[src/common/fifo_mc_settings.svh]
// Global sizing for the multi-channel FIFO controller
// Include this wherever a width or a count is needed; the packages build their types on it

`ifndef FIFO_MC_SETTINGS_SVH
`define FIFO_MC_SETTINGS_SVH

// Base sizes
`define FIFO_CH_N   4 // Number of logical channels
`define FIFO_ADD_W  4 // SRAM address width [bits]
`define FIFO_DAT_W  8 // Data word width [bits]
`define FIFO_CRD_N  4 // Read credits a channel can hold

// Derived widths
`define FIFO_CH_W   $clog2(`FIFO_CH_N)       // Channel index
`define FIFO_CNT_W  (`FIFO_ADD_W + 1)        // Data count, holds a full SRAM
`define FIFO_CRD_W  $clog2(`FIFO_CRD_N + 1)  // Credit count, holds CRD_N itself

`endif

[src/common/fifo_cfg_pkg.sv]
// Per-channel configuration, status and error types
// Shared by the channel controllers and the top level

`include "fifo_mc_settings.svh"

package fifo_cfg_pkg;

   // Region of the SRAM owned by one channel
   typedef struct packed {
      logic [`FIFO_ADD_W-1:0] base; // First physical address
      logic [`FIFO_CNT_W-1:0] size; // Depth in words, wraps here
   } ch_cfg_t;

   // Fill and credit status of one channel
   typedef struct packed {
      logic [`FIFO_CNT_W-1:0] count;     // Words stored
      logic                   full;      // count reached size
      logic                   empty;     // No words stored
      logic [`FIFO_CRD_W-1:0] crd_count; // Pending read credits
      logic                   crd_full;  // Credit bank at depth
      logic                   crd_empty; // No credits pending
   } ch_sts_t;

   // One-cycle error pulses
   typedef struct packed {
      logic dat_ovfl;  // Write to a full channel, word dropped
      logic rqst_ovfl; // Request with credits full, request dropped
   } ch_err_t;

endpackage

[src/common/fifo_io_pkg.sv]
// Data-path types of the multi-channel FIFO
// User side words, read requests, per-channel addresses and the SRAM port

`include "fifo_mc_settings.svh"

package fifo_io_pkg;

   // Tagged data word, used on the write input and the read output
   typedef struct packed {
      logic                   vld; // Word is valid this cycle
      logic [`FIFO_CH_W-1:0]  ch;  // Channel number
      logic [`FIFO_DAT_W-1:0] dat; // Payload
   } usr_word_t;

   // One read request per valid cycle
   typedef struct packed {
      logic                  vld;
      logic [`FIFO_CH_W-1:0] ch;
   } rd_req_t;

   // Physical addresses a channel would use next
   typedef struct packed {
      logic [`FIFO_ADD_W-1:0] wr_add; // Where the next write lands
      logic [`FIFO_ADD_W-1:0] rd_add; // Oldest stored word
   } ch_addr_t;

   // Single-port SRAM access
   typedef struct packed {
      logic                   cs;  // Chip select
      logic                   wen; // Write when set, else read
      logic [`FIFO_ADD_W-1:0] add;
      logic [`FIFO_DAT_W-1:0] dat; // Write data
   } mem_req_t;

endpackage

[src/channel/channel_ctrl.sv]
// Control for one logical FIFO channel inside the shared SRAM
// Holds the credit bank, read/write offsets and the data count.
// Offsets wrap at the configured size and are added to the base address.
// One instance per channel, driven by one-hot strobes from the top level

`timescale 1ns/1ps

`include "fifo_mc_settings.svh"

module channel_ctrl
   import fifo_cfg_pkg::*;
   import fifo_io_pkg::*;
(
   input  logic     clk,
   input  logic     rst_n,      // Async, active low
   input  ch_cfg_t  cfg,        // Base and size of the region
   input  logic     push,       // Write offered to this channel
   input  logic     rqst,       // Read request, adds a credit
   input  logic     pop,        // Read granted by the arbiter
   output logic     rd_want,    // Credit pending and data stored
   output logic     push_ok,    // Write accepted
   output ch_addr_t addr,       // Physical write and read address
   output ch_sts_t  sts,
   output ch_err_t  err,
   output logic     rqst_rdy_n  // Credit bank full, hold requests
);

   localparam logic [`FIFO_CRD_W-1:0] CRD_MAX = `FIFO_CRD_N;

   logic [`FIFO_ADD_W-1:0] wr_off;  // Offset in the region
   logic [`FIFO_ADD_W-1:0] rd_off;
   logic [`FIFO_CNT_W-1:0] count;   // Stored words
   logic [`FIFO_CRD_W-1:0] crd_cnt; // Pending credits
   logic                   full;
   logic                   empty;
   logic                   crd_full;
   logic                   crd_empty;
   logic                   rqst_ok;
   ch_err_t                err_q;

   // Next offset, back to zero at the last word of the region
   function automatic logic [`FIFO_ADD_W-1:0] nxt_off(
      input logic [`FIFO_ADD_W-1:0] off,
      input logic [`FIFO_CNT_W-1:0] size
   );
      return ({1'b0, off} == size - 1'b1) ? '0 : off + 1'b1;
   endfunction

   assign full      = (count == cfg.size);
   assign empty     = (count == '0);
   assign crd_full  = (crd_cnt == CRD_MAX);
   assign crd_empty = (crd_cnt == '0);

   assign push_ok = push & ~full;      // Dropped when full
   assign rqst_ok = rqst & ~crd_full;  // Dropped when bank is full
   assign rd_want = ~crd_empty & ~empty;

   // Physical addresses, sums wrap inside the SRAM
   assign addr.wr_add = cfg.base + wr_off;
   assign addr.rd_add = cfg.base + rd_off;

   always_ff @(posedge clk or negedge rst_n) begin
      if (!rst_n) begin
         wr_off  <= '0;
         rd_off  <= '0;
         count   <= '0;
         crd_cnt <= '0;
         err_q   <= '0;
      end else begin
         if (push_ok) wr_off <= nxt_off(wr_off, cfg.size);
         if (pop)     rd_off <= nxt_off(rd_off, cfg.size);

         // Push and pop never meet here, writes block grants
         case ({push_ok, pop})
            2'b10:   count <= count + 1'b1;
            2'b01:   count <= count - 1'b1;
            default: count <= count;
         endcase

         // A grant spends one credit
         case ({rqst_ok, pop})
            2'b10:   crd_cnt <= crd_cnt + 1'b1;
            2'b01:   crd_cnt <= crd_cnt - 1'b1;
            default: crd_cnt <= crd_cnt;
         endcase

         err_q.dat_ovfl  <= push & full;     // Pulse on the dropped write
         err_q.rqst_ovfl <= rqst & crd_full; // Pulse on the dropped request
      end
   end

   assign err = err_q;

   assign sts.count     = count;
   assign sts.full      = full;
   assign sts.empty     = empty;
   assign sts.crd_count = crd_cnt;
   assign sts.crd_full  = crd_full;
   assign sts.crd_empty = crd_empty;

   assign rqst_rdy_n = crd_full;

endmodule

[src/source/fifo_mc_top.sv]
// Multi-channel FIFO controller, several logical FIFOs in one SP-SRAM
// Writes arrive on usr_in and always win the SRAM; read requests on rd_in
// become credits. Granted reads leave on usr_out one cycle after the grant.
// Status, errors and request flow control are reported per channel

`timescale 1ns/1ps

`include "fifo_mc_settings.svh"

module fifo_mc_top
   import fifo_cfg_pkg::*;
   import fifo_io_pkg::*;
(
   input  logic                           clk,
   input  logic                           rst_n,         // Async, active low
   input  ch_cfg_t   [`FIFO_CH_N-1:0]     cfg,           // Region per channel
   input  usr_word_t                      usr_in,        // Write path
   input  rd_req_t                        rd_in,         // Read requests
   output usr_word_t                      usr_out,       // Read data, tagged
   output logic      [`FIFO_CH_N-1:0]     fc_rqst_rdy_n, // Not ready for requests
   output ch_sts_t   [`FIFO_CH_N-1:0]     sts,
   output ch_err_t   [`FIFO_CH_N-1:0]     err
);

   logic     [`FIFO_CH_N-1:0]  push_oh;
   logic     [`FIFO_CH_N-1:0]  rqst_oh; // Adds a credit
   logic     [`FIFO_CH_N-1:0]  pop_oh;  // Spends a credit and a word
   logic     [`FIFO_CH_N-1:0]  rd_want;
   logic     [`FIFO_CH_N-1:0]  push_ok;
   ch_addr_t [`FIFO_CH_N-1:0]  addr;
   mem_req_t                   mem;
   logic     [`FIFO_DAT_W-1:0] rd_dat;

   req_decode i_req_decode (
      .usr_in  (usr_in),
      .rd_in   (rd_in),
      .push_oh (push_oh),
      .rqst_oh (rqst_oh)
   );

   // One controller per channel
   for (genvar ch = 0; ch < `FIFO_CH_N; ch++) begin : gen_ch
      channel_ctrl i_channel_ctrl (
         .clk        (clk),
         .rst_n      (rst_n),
         .cfg        (cfg[ch]),
         .push       (push_oh[ch]),
         .rqst       (rqst_oh[ch]),
         .pop        (pop_oh[ch]),
         .rd_want    (rd_want[ch]),
         .push_ok    (push_ok[ch]),
         .addr       (addr[ch]),
         .sts        (sts[ch]),
         .err        (err[ch]),
         .rqst_rdy_n (fc_rqst_rdy_n[ch])
      );
   end

   read_arbiter i_read_arbiter (
      .clk     (clk),
      .rst_n   (rst_n),
      .rd_want (rd_want),
      .push_oh (push_oh),
      .push_ok (push_ok),
      .addr    (addr),
      .wr_dat  (usr_in.dat), // Write payload goes straight to the SRAM
      .pop_oh  (pop_oh),
      .mem     (mem),
      .rd_dat  (rd_dat),
      .usr_out (usr_out)
   );

   sram_sp i_sram_sp (
      .clk    (clk),
      .mem    (mem),
      .rd_dat (rd_dat)
   );

endmodule

[src/source/read_arbiter.sv]
// Strict-priority read arbiter and SRAM port mux
// Writes own the SRAM in their cycle; otherwise the lowest channel
// that wants a read is granted. Read data leaves one cycle later, tagged

`timescale 1ns/1ps

`include "fifo_mc_settings.svh"

module read_arbiter
   import fifo_io_pkg::*;
(
   input  logic                             clk,
   input  logic                             rst_n,
   input  logic      [`FIFO_CH_N-1:0]       rd_want, // Credit and data present
   input  logic      [`FIFO_CH_N-1:0]       push_oh, // Write offered, one-hot
   input  logic      [`FIFO_CH_N-1:0]       push_ok, // Write accepted
   input  ch_addr_t  [`FIFO_CH_N-1:0]       addr,
   input  logic      [`FIFO_DAT_W-1:0]      wr_dat,
   output logic      [`FIFO_CH_N-1:0]       pop_oh,  // Grant, one-hot
   output mem_req_t                         mem,
   input  logic      [`FIFO_DAT_W-1:0]      rd_dat,  // SRAM read data, registered
   output usr_word_t                        usr_out
);

   logic [`FIFO_CH_N-1:0] rd_req;  // Read requests that may compete
   logic                  wr_any;  // Write offered this cycle
   logic                  wr_en;   // Write actually stored
   logic                  gnt_vld;
   logic [`FIFO_CH_W-1:0] wr_ch;
   logic [`FIFO_CH_W-1:0] gnt_ch;
   logic                  out_vld;
   logic [`FIFO_CH_W-1:0] out_ch;

   // One-hot to index
   function automatic logic [`FIFO_CH_W-1:0] oh2idx(input logic [`FIFO_CH_N-1:0] oh);
      logic [`FIFO_CH_W-1:0] idx;
      idx = '0;
      for (int i = 0; i < `FIFO_CH_N; i++) begin
         if (oh[i]) idx = idx | i[`FIFO_CH_W-1:0];
      end
      return idx;
   endfunction

   assign wr_any = |push_oh;
   assign wr_en  = |(push_oh & push_ok); // Dropped write leaves the SRAM idle
   assign rd_req = rd_want & {`FIFO_CH_N{~wr_any}};

   // Lowest set bit wins
   assign pop_oh  = rd_req & (~rd_req + 1'b1);
   assign gnt_vld = |pop_oh;
   assign wr_ch   = oh2idx(push_oh);
   assign gnt_ch  = oh2idx(pop_oh);

   assign mem.cs  = wr_en | gnt_vld;
   assign mem.wen = wr_en;
   assign mem.add = wr_any ? addr[wr_ch].wr_add : addr[gnt_ch].rd_add;
   assign mem.dat = wr_dat;

   // Tag follows the SRAM read by one cycle
   always_ff @(posedge clk or negedge rst_n) begin
      if (!rst_n) begin
         out_vld <= 1'b0;
         out_ch  <= '0;
      end else begin
         out_vld <= gnt_vld;
         out_ch  <= gnt_ch;
      end
   end

   assign usr_out.vld = out_vld;
   assign usr_out.ch  = out_ch;
   assign usr_out.dat = rd_dat;

endmodule

[src/source/req_decode.sv]
// Turns the encoded channel numbers of writes and read requests into
// one-hot strobes, one bit per channel. Purely combinational

`timescale 1ns/1ps

`include "fifo_mc_settings.svh"

module req_decode
   import fifo_io_pkg::*;
(
   input  usr_word_t              usr_in,  // Write strobe with channel number
   input  rd_req_t                rd_in,   // Read request with channel number
   output logic [`FIFO_CH_N-1:0]  push_oh, // Write, one bit per channel
   output logic [`FIFO_CH_N-1:0]  rqst_oh  // Read request, one bit per channel
);

   // Binary to one-hot, all zero unless enabled
   function automatic logic [`FIFO_CH_N-1:0] dec_oh(
      input logic [`FIFO_CH_W-1:0] ch,
      input logic                  en
   );
      logic [`FIFO_CH_N-1:0] oh;
      oh     = '0;
      oh[ch] = en;
      return oh;
   endfunction

   assign push_oh = dec_oh(usr_in.ch, usr_in.vld); // Writes
   assign rqst_oh = dec_oh(rd_in.ch, rd_in.vld);   // Credits in

endmodule

[src/source/sram_sp.sv]
// Single-port synchronous SRAM holding all channel regions
// Writes land at the clock edge, reads return one cycle after the access

`timescale 1ns/1ps

`include "fifo_mc_settings.svh"

module sram_sp
   import fifo_io_pkg::*;
(
   input  logic                   clk,
   input  mem_req_t               mem,    // Chip select, write enable, address, data
   output logic [`FIFO_DAT_W-1:0] rd_dat  // Held until the next read
);

   logic [`FIFO_DAT_W-1:0] ram [2**`FIFO_ADD_W];

   always_ff @(posedge clk) begin
      if (mem.cs) begin
         if (mem.wen) begin
            ram[mem.add] <= mem.dat;
         end else begin
            rd_dat <= ram[mem.add]; // Registered read port
         end
      end
   end

endmodule

[config.mk]
export PLATFORM = sky130hd
export DESIGN_NAME = fifo_mc_top
export DESIGN_NICKNAME = d
export VERILOG_FILES = /design/src/common/fifo_cfg_pkg.sv /design/src/common/fifo_io_pkg.sv /design/src/channel/channel_ctrl.sv /design/src/source/fifo_mc_top.sv /design/src/source/read_arbiter.sv /design/src/source/req_decode.sv /design/src/source/sram_sp.sv
export VERILOG_INCLUDE_DIRS = /design/src /design/src/common
export SDC_FILE = /design/constraint.sdc
export NUM_CORES = 1
export LEC_CHECK = 0
export BUFFER_PORTS_ARGS = -buffer_cell sky130_fd_sc_hd__buf_2
export CORE_ASPECT_RATIO = 1.4
export CORE_MARGIN = 8
export CORE_UTILIZATION = 35
export DETAILED_ROUTE_END_ITERATION = 10
export GPL_TIMING_DRIVEN = 0
export PLACE_DENSITY = 0.51
export SYNTH_ARGS = -nofsm -noshare
export SYNTH_HDL_FRONTEND = slang
export SYNTH_HIERARCHICAL = 1
export SYNTH_SLANG_ARGS = --single-unit
[constraint.sdc]
create_clock -name clk -period 4.9 [get_ports clk]
set_clock_uncertainty 0.2 [all_clocks]
set_input_delay 0.735 -clock clk [delete_from_list [all_inputs] [get_ports clk]]
set_output_delay 0.735 -clock clk [all_outputs]
set_load 0.05 [all_outputs]
# Yosys cells after proc, flatten, opt, wreduce, memory -nomap -nowiden
# Memory sizes are Yosys's and may differ from the RTL's. A register that Yosys moved wholly into a read port is not among the register bits.
# Index checks and enable logic that the tools add are counted.
# Widths: inputs -> output; s select.
[word_totals]
wordCells = 203
output_inout_bits = 71
inputBits = 52
regBits = 75
ramBits = 128
n_memories = 1
[classes]
muxes = 34
eq_ne = 32
addsub = 37
n_reduce_logical = 22
n_bitwise = 45
n_lt_le_gt_ge = 6
[mem_list]
columns = ["name", "depth", "width", "read_ports", "rd_clocked_by_memory_dff", "wr", "line", "rtl"]
rows = [
  ["i_sram_sp.ram", 16, 8, 1, 1, 1, "sram_sp.sv:16", "logic [`FIFO_DAT_W-1:0] ram [2**`FIFO_ADD_W];"],
]
[op_table]
columns = ["op", "count"]
rows = [
  ["$eq 4x5->1", 8],
  ["$mux 4", 10],
  ["$pmux 5 s2", 4],
  ["$sub 5x1->5 const B", 8],
  ["$add 4x1->4 const B", 9],
  ["$add 4x4->4", 8],
  ["$bmux 8 s2", 2],
  ["$pmux 3 s2", 4],
  ["$add 5x1->5 const B", 4],
  ["$and 1x1->1", 20],
  ["$and 4x4->4", 5],
  ["$eq 5x5->1", 4],
  ["$logic_not 5->1", 4],
  ["$not 1->1", 18],
  ["$eq 2x1->1 const B", 8],
  ["$eq 2x2->1 const B", 8],
  ["$reduce_bool 2->1", 8],
  ["$add 3x1->3 const B", 4],
  ["$eq 3x3->1 const B", 4],
  ["$logic_not 3->1", 4],
  ["$lt 2x3->1 const B", 4],
  ["$reduce_or 4->1", 3],
  ["$sub 3x1->3 const B", 4],
  ["$mux 2", 4],
  ["other kinds (8)", 17],
]

# Depth between registers and ports, before layout
[logic_depth]
word_depth = 17
depth_mapped = 14
depth_no_buf = 13

# Modules after synthesis
# The synthesis kept the hierarchy.
[modules_own_cells]
columns = ["module", "instances", "cells_each", "area_per_inst_um2", "seq_area_each_um2"]
rows = [
  ["sram_sp", 1, 234, 5237.5, 4083.9],
  ["channel_ctrl at gen_ch[1].i_channel_ctrl ...", 2, 147, 1493.9, 450.4],
  ["channel_ctrl at gen_ch[0].i_channel_ctrl", 1, 148, 1492.7, 450.4],
  ["channel_ctrl at gen_ch[3].i_channel_ctrl", 1, 149, 1491.4, 450.4],
  ["read_arbiter", 1, 97, 737.0, 75.1],
  ["req_decode", 1, 8, 75.1, 0.0],
]

# Least setup slack after synthesis
# Ideal clock, no wire load.
[synth_timing]
kind = "in2reg"
start = "input usr_in[10] (netlist bit)"
end = "memory i_sram_sp/ram[3][0] (netlist bit), enable pin"
cell_stages = 11
setup_time_ps = 383
path_buffers = 4
t_required_ps = 4317
slack_ps = 739
arrival_ps = 3578
cell_sequence = "and3b_1 > buf_6 > or4_4 > buf_6 > nor3_4 > nand3_1 > a32oi_1 > buf_2 > buf_1 > nand4_1 > nor3_1"
[synth_lines]
columns = ["element", "line", "rtl"]
rows = [
  ["from (decl)", "fifo_mc_top.sv:17", "input usr_word_t usr_in,"],
  ["to (decl)", "sram_sp.sv:16", ""],
]

==> metrics.md <==
| Metric | Value |
|---|---|
| Compound-Gate Fraction of Synth Area | `0.0687` |
| Setup WS pre-CTS | `-0.485 ns` |
| Tcrit/Tclk final | `0.932` |
| Crit end category | `flip-flop` |
| First-pass iteration count of the detailed router | `6` |
| RR Endpoint | `i_sram_sp/ram[7][4]` |
| Post-synthesis simple-gate area fraction | `0.119` |
| Worst EP required | `4.84 ns` |
| Critical Path Fanout Max | `10` |
| Post-Synth XOR/XNOR Area | `0.0933` |
| Synth unique cells | `67` |
| DR vias | `roughly 7.4k` |
| Cell area power density | `~590 nW/um^2` |
| Hold Startpoint | `gen_ch[0].i_channel_ctrl/crd_cnt[2]` |
| First-pass GRT wire length | `44400 um` |
| Clk root buf | `clkbuf_16` |
| Hold Path Sink | `gen_ch[0].i_channel_ctrl/crd_cnt[2]` |
| Largest family of logic cells by synthesized area | `simple AND/OR/NAND/NOR gates` |
| Commonest non-fill, non-tap cell in the layout | `edfxtp_1` |
| Syn. warnings | `6` |
| Sum Neg Setup Slack | `0 ns` |
| Share of cells above drive strength 1 | `0.249` |
| R2r startpoint | `gen_ch[1].i_channel_ctrl/count[3]` |
| Crit Path Category | `reg2reg` |
| Syn Inst Count | `930` |
| Status | `finished, final reports clean` |
| Fin. Hold Viols | `0` |
| Die height | `around 240 um` |
| Vias in the first global route | `approximately 8.0k` |
| Port buffer count | `110` |
| Leakage | `roughly 5.9 nW` |
| Initial antenna violation count | `3` |
| # clock sinks | `around 210` |
| Most frequent cells in the layout | `136 x edfxtp_1, 112 x buf_2, 75 x dfrtp_1` |
| Final worst slack | `0.335 ns` |
| Vias per cell | `4.79` |
| Finished Layout Cells | `1539` |
| Detailed Place HPWL | `21000 um` |
| Routability congestion estimate | `0.811` |
| Post-layout min period | `4.56 ns` |
| EDFF count, synth | `136` |
| FP Rows | `80` |
| Post-Syn Area per Cell | `roughly 13 um^2` |
| Design area | `13900 um^2` |
| Setup Viol. Count Final | `0` |
| Max Buffers Root-to-Sink | `3` |
| CTS Buf Count | `23` |
| Post-CTS setup buffer count | `0` |
| Nets@finish | `between 1k and 1.5k` |
| Clock-pin slew on the worst setup and hold paths | `0.07 ns` |
| R2R setup slack | `0.34 ns` |
| Worst Tran Pin Value | `between 0.9 and 1 ns` |
| Later-pin clock latency in the skew report | `0.53 ns` |
| R2r worst-path depth | `10` |
| Total gr overflow | `0` |
| Worst hold path class | `reg2reg` |
| Total Routing Usage GR | `0.137` |
| TritonCTS clock tree | `built` |
| Synth top area cells | `edfxtp_1 34%, dfrtp_1 16%, ha_1 5.8%, xnor2_1 3.8%, mux4_1 3.5%` |
| Fmax | `around 220 MHz` |
| Area growth syn-to-layout | `15.9%` |
| Synthesized Nets | `1054` |
| Initial cell density of the core | `0.354` |
| Area after DPL | `13200 um^2` |
| Hold path depth | `1` |
| Filler Cells Inserted | `3250` |
| Final ANT Viol Nets | `0` |
| Arrival time worst endpoint | `4.51 ns` |
| Largest net degree at the start of global routing | `47` |
| Final WL | `27800 um` |
| Post-synthesis adder-cell area fraction | `0.0849` |
| DR WL/cell | `18.0 um` |
| #FFs+latches synth | `211` |
| Max-cap viol count | `0` |
| Die outline area | `between 40000 and 50000 um^2` |
| Inst Count DP | `1492` |
| IO Pins | `123` |
| Initial DRC Count | `~230` |
| Post-synth top area cell | `edfxtp_1` |
| Peak VDD IR | `roughly 0.00051 V` |
| H-Tree Depth | `1` |
| Synth async-reset ratio | `0.355` |
| Startpoint types | `flip-flop` |
| Main flop type after synthesis | `edfxtp_1` |
| Sequential share of the synthesized area | `0.496` |
| Fin util | `0.411` |
| RSZ-0062 raised after global routing | `yes` |
| Core outline area | `33900 um^2` |
| Synth top area share | `0.340` |
| Mux contribution to synthesized area | `0.0774` |
| Final slew viol count | `0` |
| DRC | `0` |
| Slew margin rel. | `0.394` |
| Mapped Area | `12000 um^2` |
| Chip width | `173 um` |
## registers in the layout, indices dropped and copies added (netlist names)
| signal | count |
|---|---|
| gen_ch.i_channel_ctrl/rd_off | 16 |
| gen_ch.i_channel_ctrl/count | 20 |
| i_sram_sp/rd_dat | 8 |
| gen_ch.i_channel_ctrl/crd_cnt | 12 |
| i_read_arbiter/out_ch | 2 |
| i_sram_sp/ram | 128 |
| gen_ch.i_channel_ctrl/err | 8 |
| i_read_arbiter/out_vld | 1 |
| gen_ch.i_channel_ctrl/wr_off | 16 |
## cell usage after synthesis, types with 6 or more instances
master	instances
and2_1	8
xnor3_1	8
nand2b_1	27
fa_1	16
nand2_1	32
mux4_1	16
xor2_1	48
nor2b_1	8
mux2i_1	15
a21o_1	13
clkbuf_1	10
and3_1	16
nor3b_1	6
ha_1	56
o2bb2ai_1	8
xnor2_1	52
inv_1	74
buf_4	35
mux4_2	16
nor3_1	19
nor2_1	40
edfxtp_1	136
nand3_1	20
buf_6	9
dfrtp_1	75
o21ai_0	23
nand2b_4	8
a22oi_1	18
a21oi_1	20
## where the power goes
group	leakage (nW)	switching [W]	internal [W]	total, W
logic	3.37	0.00244	0.00155	0.00399
clock network	0.354	0.000727	0.000955	0.00168
registers	2.14	0.000350	0.00221	0.00256
total	5.86	0.00351	0.00472	0.00823
## per-stage QoR
stage                     hold WS [ns]  power, W
after floorplan                  0.239   0.00563
after global placement           0.297   0.00658
after detailed placement         0.302   0.00663
after CTS                        0.314   0.00836
after global routing             0.336   0.00879
final                            0.311   0.00823
## layer usage
metal,global-route usage,part of all wire,vias up
li1,-,-,3605
met1,0.149,0.40,3593
met3,0.0244,0.041,34
met4,0.0454,0.026,0
met2,0.259,0.54,146
met5,0,0,-
## final cells by class
class,count,area [um^2],area share
sequential,211,5960,0.428
multi-input combinational,581,5340,0.383
clock buffer,29,618,0.0444
timing repair buffer,113,598,0.0429
tap,451,564,0.0405
buffer,60,439,0.0315
inverter,78,298,0.0214
clock inverter,13,109,0.00781
antenna,3,7.51,0.000539
## worst max-delay path: stages (launching register included)
cell	delay (ns)
dfrtp_1	0.44
or4_1	0.52
nor2_1	0.35
nor2_1	0.20
nor3_4	0.36
nand3_1	0.18
a32oi_1	0.21
buf_2	0.27
buf_1	0.44
nand4_1	0.29
nor2_1	0.72
## logic make-up (layout without fill, tap and decap cells)
logic type,count (synthesis),in the layout
simple gates,233,233
flops,211,211
buf+inv,138,293
compound gates,117,117
xor+xnor,112,112
fa+ha+maj,72,72
mux,47,47
other cells,0,3
## worst max path at each step
| stage | depth (start not counted) | slack (ns) | endpoint | from |
|---|---|---|---|---|
| floorplan | 11 | 0.74 | i_sram_sp/ram[3][0] | usr_in[10] |
| global route | 10 | -0.02 | i_sram_sp/ram[11][5] | gen_ch[1].i_channel_ctrl/count[2] |
| global placement | 12 | -0.53 | i_sram_sp/ram[3][0] | usr_in[10] |
| detailed placement | 12 | -0.48 | i_sram_sp/ram[3][0] | usr_in[8] |
| finish | 10 | 0.34 | i_sram_sp/ram[7][4] | gen_ch[1].i_channel_ctrl/count[3] |
| CTS | 10 | 0.05 | i_sram_sp/ram[0][2] | gen_ch[1].i_channel_ctrl/count[3] |
## timing repair
| action | CTS | global route |
|---|---|---|
| endpoints found under the setup margin | 24 | 8 |
| gates resized for setup | 3 | 0 |
| hold buffers | 1 | 0 |
| endpoints found under the hold margin | 29 | 0 |
| gates cloned | 0 | 0 |
(Power assumes the default switching activity.)
